File: config.mk
export PLATFORM = sky130hd
export DESIGN_NAME = mem_arbiter
export DESIGN_NICKNAME = d
export VERILOG_FILES = /design/src/source/mem_sys_pkg.sv /design/src/source/mem_arbiter.sv
export VERILOG_INCLUDE_DIRS = /design/src /design/src/source
export SDC_FILE = /design/constraint.sdc
export NUM_CORES = 1
export LEC_CHECK = 0
export ABC_AREA = 1
export BUFFER_PORTS_ARGS = -buffer_cell sky130_fd_sc_hd__buf_2
export CORE_AREA = 8 8 93 95
export DETAILED_ROUTE_END_ITERATION = 12
export DIE_AREA = 0 0 101 103
export HOLD_SLACK_MARGIN = 0.08
export PLACE_DENSITY = 0.7
export RECOVER_POWER = 50
export SLEW_MARGIN = 10
export SYNTH_ARGS = -nofsm -noshare
export SYNTH_HDL_FRONTEND = slang
export SYNTH_SLANG_ARGS = --single-unit
export TNS_END_PERCENT = 30
File: constraint.sdc
create_clock -name clk_i -period 1.3 [get_ports clk_i]
set_clock_uncertainty 0.1 [all_clocks]
set_input_delay 0.065 -clock clk_i [delete_from_list [all_inputs] [get_ports clk_i]]
set_output_delay 0.065 -clock clk_i [all_outputs]
set_load 0.05 [all_outputs]
File: src/source/mem_sys_defs.svh
// ====================
// Sizes and base address of the shared memory subsystem
// Included by the package, the RTL and the testbench
// ====================

`ifndef MEM_SYS_DEFS_SVH
`define MEM_SYS_DEFS_SVH

// Byte address and data word widths
`define MEM_ADDR_W 32
`define MEM_DATA_W 32

// RAM size in words
`define MEM_DEPTH_WORDS 256

// Word index width into the RAM
`define MEM_WADDR_W $clog2(`MEM_DEPTH_WORDS)

// Base byte address of the RAM window
`define MEM_BOOT_ADDR 32'h0000_0000

`endif

File: src/source/mem_sys_pkg.sv
// ====================
// Shared types of the memory subsystem
// Imported by the RTL modules and the testbench
// ====================

`include "mem_sys_defs.svh"

package mem_sys_pkg;

  typedef logic [`MEM_DATA_W-1:0]   word_t;
  typedef logic [`MEM_ADDR_W-1:0]   addr_t;
  typedef logic [`MEM_DATA_W/8-1:0] be_t;

  // Fetch payload, reads only
  typedef struct packed {
    addr_t addr;
  } instr_req_t;

  // Load/store payload
  typedef struct packed {
    addr_t addr;
    logic  we;
    be_t   be;
    word_t wdata;
  } data_req_t;

  // Owner of a RAM access
  typedef enum logic {
    PORT_INSTR = 1'b0,
    PORT_DATA  = 1'b1
  } port_e;

endpackage

File: src/source/mem_arbiter.sv
// ====================
// Round-robin arbiter from the two request buffers onto the single RAM port
// Checks the address range and routes each response back to its owner
// ====================

`include "mem_sys_defs.svh"

module mem_arbiter import mem_sys_pkg::*; (
  input  logic                    clk_i,
  input  logic                    rst_n_i,

  // Fetch buffer
  input  logic                    instr_valid_i,
  input  instr_req_t              instr_req_i,
  output logic                    instr_pop_o,

  // Load/store buffer
  input  logic                    data_valid_i,
  input  data_req_t               data_req_i,
  output logic                    data_pop_o,

  // RAM port
  output logic                    ram_en_o,
  output logic                    ram_we_o,
  output be_t                     ram_be_o,
  output logic [`MEM_WADDR_W-1:0] ram_waddr_o,
  output word_t                   ram_wdata_o,
  input  logic                    ram_rvalid_i,
  input  word_t                   ram_rdata_i,

  // Fetch response
  output logic                    instr_rvalid_o,
  output logic                    instr_err_o,
  output word_t                   instr_rdata_o,

  // Load/store response
  output logic                    data_rvalid_o,
  output logic                    data_err_o,
  output word_t                   data_rdata_o
);

  // Size of the RAM window in bytes
  localparam addr_t ram_bytes = addr_t'(4 * `MEM_DEPTH_WORDS);

  logic  pick_instr;
  logic  pick_data;
  logic  pick_any;
  port_e sel_port;
  addr_t sel_addr;
  addr_t offset;
  logic  in_range;

  // Owner of the access in flight and last-served pointer
  port_e owner_q;
  logic  err_q;

  logic  rsp_valid;
  word_t rsp_rdata;

  // Data wins unless fetch is waiting and data went last
  assign pick_data  = data_valid_i & (~instr_valid_i | (owner_q == PORT_INSTR));
  assign pick_instr = instr_valid_i & ~pick_data;
  assign pick_any   = pick_instr | pick_data;
  assign sel_port   = pick_data ? PORT_DATA : PORT_INSTR;

  assign instr_pop_o = pick_instr;
  assign data_pop_o  = pick_data;

  // Range check against the RAM window
  assign sel_addr = pick_data ? data_req_i.addr : instr_req_i.addr;
  assign offset   = sel_addr - `MEM_BOOT_ADDR;
  assign in_range = offset < ram_bytes;

  // Out-of-range requests never reach the RAM
  assign ram_en_o    = pick_any & in_range;
  assign ram_we_o    = pick_data & data_req_i.we;
  assign ram_be_o    = pick_data ? data_req_i.be : '1;
  assign ram_waddr_o = offset[`MEM_WADDR_W+1:2];
  assign ram_wdata_o = data_req_i.wdata;

  always_ff @(posedge clk_i or negedge rst_n_i) begin
    if (!rst_n_i) begin
      owner_q <= PORT_INSTR;
      err_q   <= 1'b0;
    end else begin
      err_q <= pick_any & ~in_range;
      if (pick_any) begin
        owner_q <= sel_port;
      end
    end
  end

  // Errors answer locally while RAM accesses answer one cycle later
  assign rsp_valid = err_q | ram_rvalid_i;
  assign rsp_rdata = err_q ? '0 : ram_rdata_i;

  assign instr_rvalid_o = rsp_valid & (owner_q == PORT_INSTR);
  assign instr_err_o    = instr_rvalid_o & err_q;
  assign instr_rdata_o  = rsp_rdata;

  assign data_rvalid_o = rsp_valid & (owner_q == PORT_DATA);
  assign data_err_o    = data_rvalid_o & err_q;
  assign data_rdata_o  = rsp_rdata;

endmodule

==> results of run 1 <==
==> cell usage after synthesis <==
| cell | n | area [sq um] |
|---|---|---|
| dfrtp_1 | 2 | 50.1 |
| inv_4 | 1 | 6.26 |
| nand2_4 | 2 | 22.5 |
| inv_2 | 1 | 3.75 |
| clkbuf_1 | 1 | 3.75 |
| buf_2 | 3 | 15.0 |
| nor2_1 | 65 | 244 |
| nand2_2 | 1 | 6.26 |
| and2_0 | 2 | 12.5 |
| or2_1 | 2 | 12.5 |
| nor2_2 | 2 | 12.5 |
| o21ai_0 | 1 | 5.00 |
| a21oi_1 | 2 | 10.0 |
| buf_4 | 66 | 495 |
| or2_2 | 4 | 25.0 |
| nand3_1 | 1 | 5.00 |
| inv_1 | 40 | 150 |
| nand2_1 | 39 | 146 |
==> cells by family after synthesis <==
logic type	synth area share
compound gates	0.0122
buf+inv	0.550
flops	0.0408
simple gates	0.397
==> worst max-delay path, delay by kind of cell (launching register included) <==
kind                   cells  cell delay, ps
DFF                        1             380
buffers and inverters      2             250
and+or+nand+nor            6             460
==> flip-flops by register name, indices dropped and copies added, names as in the netlist <==
| signal | flops |
|---|---|
| owner_q | 1 |
| err_q | 1 |
==> final cells by class <==
class                   instances  area [sq um]
repair buffers                231          2020
multi-input cells             122           787
flip-flops and latches          2          53.8
well taps                      99           124
inverters                      42           163
fillers                       716          3940
clock buffers                   4          45.0
==> final timing paths <==
kind / start / endpoint / slack (ps) / cells after the start
setup reg to reg: owner_q / err_q / 60 / 9
hold reg to reg: owner_q / owner_q / 620 / 3
setup / recovery: owner_q / ram_en_o / -160 / 8
hold / removal: data_valid_i / owner_q / 100 / 3
min in group asynchronous: rst_n_i / err_q / 650 / 3
max in group asynchronous: rst_n_i / err_q / 310 / 3
==> through the flow <==
stage	TNS (ps)	hold slack (ps)	instances
6_report	-8940	104	500
5_1_grt	-12470	104	500
4_1_cts	-8430	67.3	495
3_5_place_dp	-320	-244	455
3_3_place_gp	-42.8	-245	455
2_1_floorplan	-4950	-331	235
==> per-layer routing <==
metal / GRT usage / vias to the layer above / wire [microns]
met5: 0 / - / 0
met3: 0.0439 / 17 / 671
met4: 0.0401 / 0 / 162
met2: 0.259 / 117 / 4720
met1: 0.106 / 837 / 2310
li1: - / 936 / -
==> power by group through the flow <==
stage,Sequential [uW],Combinational [uW],Clock (uW)
2_1_floorplan,73.4,1220,0
3_3_place_gp,75.8,1180,0
3_5_place_dp,76.2,1190,0
4_1_cts,75.8,1680,274
5_1_grt,83.3,1870,283
6_report,81.6,1800,265
==> repair_timing <==
| item | 4_1_cts | 5_1_grt |
|---|---|---|
| endpoints found under the hold margin | 36 | 0 |
| cloned | 1 | 3 |
| pin swaps | 6 | 8 |
| setup buffers | 0 | 2 |
| gates resized for setup | 150 | 52 |
| hold buffers | 35 | 0 |
| setup endpoints to repair | 82 | 83 |
==> results.toml, run 1 <==
[final_layout]
final_cell_mix = "buf_2 (101), buf_6 (63), inv_1 (39), nand2_1 (35), dlygate4sd3_1 (35)"
final_util = 0.447
num_antenna_cells = 0
layout_commonest_cell = "buf_2"
final_area_sq_um = 3190
nets = 540
syn_to_final_growth_pct = 160
drive_above_1_share = 0.636

[timing]
rsz0062_at_grt = "yes"
worst_pin_slew_ps = 559
clock.fmax_mhz = 684
setup_viol = 82
slew_viol_final = 0
timing.slew.headroom = 0.626
min_period_ps = 1460
hold_violations = 0
finalWorstSetupSlack_ps = -161
final.period_utilization = 1.12

[place]
preCtsSetupSlack_ps = -47.5
dp_hpwl_mm = 5.04
dpl_cell_area_sq_um = 2070
routabilityCongestion = 0.714
port-buffer-count = 185

[synthesis]
synth_seq_cells = 2
syn_area_sq_um = 1230
ys_types = 18
avgSynthCellArea_sq_um = 5.22
yosysSeqAreaShare = 0.0408
synth_nets = 373
syn_inst = 235
yosys_warnings = 0

[route]
avgViaCountPerCell = 3.81
vias = 1907
drc = 0
wl_per_cell_microns = 15.7
wl_mm = 7.87
first_pass_iters = 4
drt_iter0_drc = 20
ant_nets = 0

[hold_path]
hold_class = "input pin to flop"

[setup_path]
crit_type = "flop to output port"
cp.required_ps = 1130
slowest_stage = "dfrtp_1"
cp-start-kind = "flop"
arrival_ps = 1300
crit_fanout = 5
max_stage_delay_ps = 380
path_cells = "nand2_2 > nand2_4 > inv_6 > nand2_4 > nor2_4 > nor2_2 > nor2_2 > buf_6"
end_kind = "output port"

[power]
power_uw = 2150
sequentialPowerShare = 0.038
comb_power_share = 0.838
switching_share = 0.568
power_switching_uw = 1220
cellLeakagePower_uw = 0.00172
vdd_drop_max_mv = 0.560
power_frac_clock = 0.124
p_int_uw = 929
power_density_nw_per_um2 = 673

[outcome]
status = "complete, but fails checks"
violations = "negative setup slack"

[floorplanning]
die_x_microns = 101
start_util = 0.172
fp.dieH_microns = 103
rows = 31
die-area_sq_um = 10400
core_area_sq_um = 7140
io_pins = 254

[grt]
grt_usage = 0.124
antenna_found_initial = 0
gr-total-overflow = 0
grt_pass1_wl_mm = 10.4
grt_max_degree = 25
first_global_vias = 2112

[clock_tree]
cts.clk_slew.worst_paths_ps = 30
htreeDepth = 1
cts_max_path_buffers = 2
clockRootBuffer = "clkbuf_8"
cts.sinks = 2
cts_buffers = 3
insertion_delay_ps = 210
cts_tree = "built"

[job]
drv_cap = 0
Note: power is estimated with default switching activity, not from simulation.
==> run 2: changes to the inputs <==
--- a/config.mk
+++ b/config.mk
@@ -8,11 +8,14 @@
 export LEC_CHECK = 0
 export ABC_AREA = 1
 export BUFFER_PORTS_ARGS = -buffer_cell sky130_fd_sc_hd__buf_2
-export CORE_AREA = 8 8 93 95
+export CELL_PAD_IN_SITES_DETAIL_PLACEMENT = 0
+export CELL_PAD_IN_SITES_GLOBAL_PLACEMENT = 2
+export CORE_MARGIN = 8
+export CORE_UTILIZATION = 10
 export DETAILED_ROUTE_END_ITERATION = 12
-export DIE_AREA = 0 0 101 103
 export HOLD_SLACK_MARGIN = 0.08
-export PLACE_DENSITY = 0.7
+export MAX_ROUTING_LAYER = met4
+export PLACE_DENSITY = 0.95
 export RECOVER_POWER = 50
 export SLEW_MARGIN = 10
 export SYNTH_ARGS = -nofsm -noshare
==> constraint.sdc (replaced) <==
create_clock -name clk_i -period 1.5 [get_ports clk_i]
set_clock_uncertainty 0.1 [all_clocks]
set_input_delay 0.075 -clock clk_i [delete_from_list [all_inputs] [get_ports clk_i]]
set_output_delay 0.075 -clock clk_i [all_outputs]
set_load 0.05 [all_outputs]
==> results.toml, run 2 (same netlist as run 1, synthesis figures left out) <==
[final_layout]
layout_commonest_cell = "buf_2"
finalNonFillerCells = 544
final_area_sq_um = 2730
reg.largest.list = "err_q x1, owner_q x1"
syn_to_final_growth_pct = 122
nets = 536
fillers = 1363
final_cell_mix = "buf_2 (119), inv_1 (39), buf_4 (39), nand2_1 (37)"
num_antenna_cells = 0
drive_above_1_share = 0.615

[route]
wl_per_cell_microns = 12.9
avgViaCountPerCell = 3.34
wl_mm = 7.01
first_pass_iters = 4
drc = 0
drt_iter0_drc = 27
ant_nets = 0
vias = 1816

[setup_path]
arrival_ps = 1360
max_stage_delay_ps = 380
reg2reg_depth = 9
cp-start-kind = "flop"
crit_fanout = 12
critPathLaunch = "owner_q"
r2r_end = "err_q"
cp.required_ps = 1320
slowest_stage = "dfrtp_1"
path_cells = "nand2_2 > nand2_4 > buf_8 > or2_2 > buf_6"
end_kind = "output port"
crit_type = "flop to output port"
worstReg2RegStart = "owner_q"
r2r_setup_slack_ps = 290

[outcome]
status = "complete, but fails checks"
violations = "negative setup slack"

[clock_tree]
insertion_delay_ps = 220
cts.clk_slew.worst_paths_ps = 30
clockRootBuffer = "clkbuf_16"
cts_tree = "built"
cts.sinks = 2
cts_max_path_buffers = 2
htreeDepth = 1
cts_buffers = 3

[timing]
worst_pin_slew_ps = 537
slew_viol_final = 0
timing.slew.headroom = 0.641
rsz0062_at_grt = "yes"
finalWorstSetupSlack_ps = -30.9
hold_violations = 0
clock.fmax_mhz = 653
min_period_ps = 1530
tns_ps = -87.7
setup_viol = 3
final.period_utilization = 1.02

[floorplanning]
rows = 40
core_area_sq_um = 12000
die-area_sq_um = 16100
start_util = 0.102
die_x_microns = 127
io_pins = 254
fp.dieH_microns = 127

[job]
drv_cap = 0

[grt]
grt_usage = 0.0777
grt_max_degree = 13
grt_pass1_wl_mm = 9.85
first_global_vias = 1978
antenna_found_initial = 0
gr-total-overflow = 0

[place]
dpl_cell_area_sq_um = 2030
routabilityCongestion = 0.803
dp_hpwl_mm = 5.20
port-buffer-count = 185
place_inst = 504
preCtsSetupSlack_ps = 137

[power]
cellLeakagePower_uw = 0.00158
vdd_drop_max_mv = 0.531
power_density_nw_per_um2 = 674

[hold_path]
hold_class = "input pin to async pin"
[run 2: worst max-delay path by stage]
stage / cells after the start / end / slack [ps]
after floorplan: 3 / instr_rdata_o[24] / -190
after global placement: 5 / ram_be_o[1] / 140
after global routing: 5 / ram_be_o[3] / -90
final: 5 / ram_be_o[3] / -30
after detailed placement: 5 / ram_be_o[0] / 140
after CTS: 3 / instr_rdata_o[25] / -50
[run 2: cell type report]
cell class,count,area (sq um),area share
Tap cell,147,184,0.0675
Timing Repair Buffer,228,1590,0.582
Clock buffer,4,78.8,0.0289
Multi-Input combinational cell,121,664,0.244
Sequential cell,2,51.3,0.0188
Inverter,42,160,0.0588
[run 2: timing repair]
item | in CTS | in global routing
setup buffers | 2 | 0
setup endpoints to repair | 45 | 54
pin swaps | 4 | 2
hold buffers | 34 | 0
hold endpoints to repair | 35 | 0
resized for setup | 53 | 55
[run 2: power by group]
group | internal, uW | switching, uW
logic | 427 | 929
clock network | 350 | 62.6
registers | 59.6 | 7.78
total | 836 | 999
[run 2: per-layer routing]
metal / routed length (microns) / part of all wire / vias up / GRT usage
met3: 710 / 0.10 / 6 / 0.0264
met2: 3770 / 0.54 / 134 / 0.151
li1: - / - / 927 / -
met4: 59 / 0.0084 / 0 / 0.0189
met1: 2470 / 0.35 / 749 / 0.0716
met5: 0 / 0 / - / -
[run 2: stage by stage]
stage	utilization	total power, uW	hold WS (ps)
final	0.227	1840	99.7
after global placement	0.169	1070	-229
after CTS	0.218	1810	83.4
after global routing	0.227	1920	125
after detailed placement	0.169	1070	-231
after floorplan	-	1050	-321
[run 2: critical path: cells and delay by family, from the launching register on]
family,cells,cell delay (ps)
AND/OR/NAND/NOR,3,450
buffers and inverters,2,310
flip-flops,1,380
==> run 3: changes to the inputs <==
==> constraint.sdc (replaced) <==
create_clock -name clk_i -period 1.5 [get_ports clk_i]
set_clock_uncertainty 0.1 [all_clocks]
set_input_delay 0.075 -clock clk_i [delete_from_list [all_inputs] [get_ports clk_i]]
set_output_delay 0.075 -clock clk_i [all_outputs]
set_load 0.01 [all_outputs]
==> results.toml, run 3 (same netlist as run 1, synthesis figures left out) <==
[setup_path]
arrival_ps = 1280
cp.required_ps = 1320
max_stage_delay_ps = 380
end_kind = "output port"
r2r_end = "err_q"
crit_type = "flop to output port"
cp-start-kind = "flop"
reg2reg_depth = 8
r2r_setup_slack_ps = 290
slowest_stage = "dfrtp_1"
crit_fanout = 9
path_cells = "nand2_2 > nand2_4 > inv_8 > buf_4 > nand2_1 > nand2_1 > buf_2"
worstReg2RegStart = "owner_q"
critPathLaunch = "owner_q"
cp-endpoint = "ram_waddr_o[6]"
crit_path_frequent_cell = "nand2_1"

[floorplanning]
die_x_microns = 127
start_util = 0.102
fp.dieH_microns = 127
io_pins = 254
rows = 40
die-area_sq_um = 16100
core_area_sq_um = 12000

[grt]
met2_usage = 0.147
grt-busiest-layer = "met2"
met3_usage = 0.0205
grt_use_met1 = 0.0647
grt_pass1_wl_mm = 9.20
antenna_found_initial = 0
grt_max_degree = 35
gr-total-overflow = 0
grt_usage = 0.0719
first_global_vias = 1817

[final_layout]
reg.largest.list = "err_q x1, owner_q x1"
num_antenna_cells = 0
drive_above_1_share = 0.527
syn_to_final_growth_pct = 89.3
final_cell_mix = "buf_2 (183), nor2_1 (63), inv_1 (40), nand2_1 (39), dlygate4sd3_1 (34)"
nets = 533
finalNonFillerCells = 540
layout_commonest_cell = "buf_2"

[power]
sequentialPowerShare = 0.058
comb_power_share = 0.582
vdd_drop_max_mv = 0.253
power_density_nw_per_um2 = 471
power_frac_clock = 0.360
switching_share = 0.349
p_int_uw = 713
power_switching_uw = 381
cellLeakagePower_uw = 0.00153

[clock_tree]
htreeDepth = 1
cts.clk_slew.worst_paths_ps = 30
cts_tree = "built"
cts_max_path_buffers = 2
cts_buffers = 3
clockRootBuffer = "clkbuf_16"
cts.sinks = 2
insertion_delay_ps = 220

[job]
drv_cap = 0

[timing]
clock.fmax_mhz = 688
hold_violations = 0
tns_ps = 0
final.period_utilization = 0.969
setup_viol = 0
rsz0062_at_grt = "yes"
slew_viol_final = 0
min_period_ps = 1450
timing.slew.headroom = 0.864
worst_pin_slew_ps = 203

[route]
vias = 1751
drt_iter0_drc = 21
wl_per_cell_microns = 12.2
first_pass_iters = 4
ant_nets = 0
avgViaCountPerCell = 3.24
drc = 0
wl_mm = 6.59

[place]
place_inst = 500
dp_hpwl_mm = 5.00
port-buffer-count = 185
routabilityCongestion = 0.773

[outcome]
status = "finished, final reports clean"

[hold_path]
hold_class = "input pin to async pin"
==> run 3: cell count changes in the layout (fill, tap and decap cells not counted), sizes merged <==
cell,change
clkbuf,-16
buf,+12
==> run 3: how the worst min path moves through the flow <==
stage               slack [ps]    end    start
global placement          -230  err_q  rst_n_i
global route               150  err_q  rst_n_i
floorplan                 -320  err_q  rst_n_i
detailed placement        -230  err_q  rst_n_i
finish                     120  err_q  rst_n_i
CTS                        150  err_q  rst_n_i
==> run 3: power groups by stage <==
| stage | Sequential (uW) | Combinational, uW | Clock, uW |
|---|---|---|---|
| 6_report | 63.1 | 637 | 394 |
| 5_1_grt | 63.9 | 697 | 407 |
| 4_1_cts | 63.2 | 639 | 400 |
| 3_5_place_dp | 63.7 | 523 | 0 |
| 3_3_place_gp | 63.5 | 525 | 0 |
| 2_1_floorplan | 63.3 | 371 | 0 |
==> run 3: routing by layer <==
metal / up-vias / routed length, microns
met1: 733 / 2240
met4: 0 / 18
met3: 4 / 592
met2: 99 / 3730
li1: 915 / -
met5: - / 0
==> run 3: per-stage QoR <==
stage               setup WS [ps]  area (sq um)  utilization  total power [uW]  hold WS, ps
finish                       45.8          2320        0.193              1090          119
global route                -48.1          2320        0.193              1170          153
CTS                          15.6          2290        0.191              1100          152
detailed placement            165          1860        0.155               587         -232
global placement              185          1860        0.155               588         -234
floorplan                     291          1230            -               434         -321
==> run 3: repair_timing <==
| item | in CTS | in global routing |
|---|---|---|
| hold buffers | 34 | 0 |
| endpoints found under the hold margin | 36 | 0 |
| setup endpoints to repair | 1 | 8 |
| gates resized for setup | 2 | 6 |
| buffers inserted | 2 | 1 |
| pin swaps | 0 | 5 |
==> run 3: worst max-delay path: cells and delay by family (launching register included) <==
family | cells | cell delay, ps
buffers and inverters | 3 | 370
and+or+nand+nor | 4 | 310
DFF | 1 | 380
==> run 3: area by class of cell <==
| type | instances | area (sq um) |
|---|---|---|
| fill | 1403 | 9690 |
| inverter | 42 | 165 |
| clock buffer | 3 | 75.1 |
| multi-input combinational | 121 | 514 |
| sequential | 2 | 50.0 |
| timing repair buffer | 225 | 1330 |
| tap | 147 | 184 |
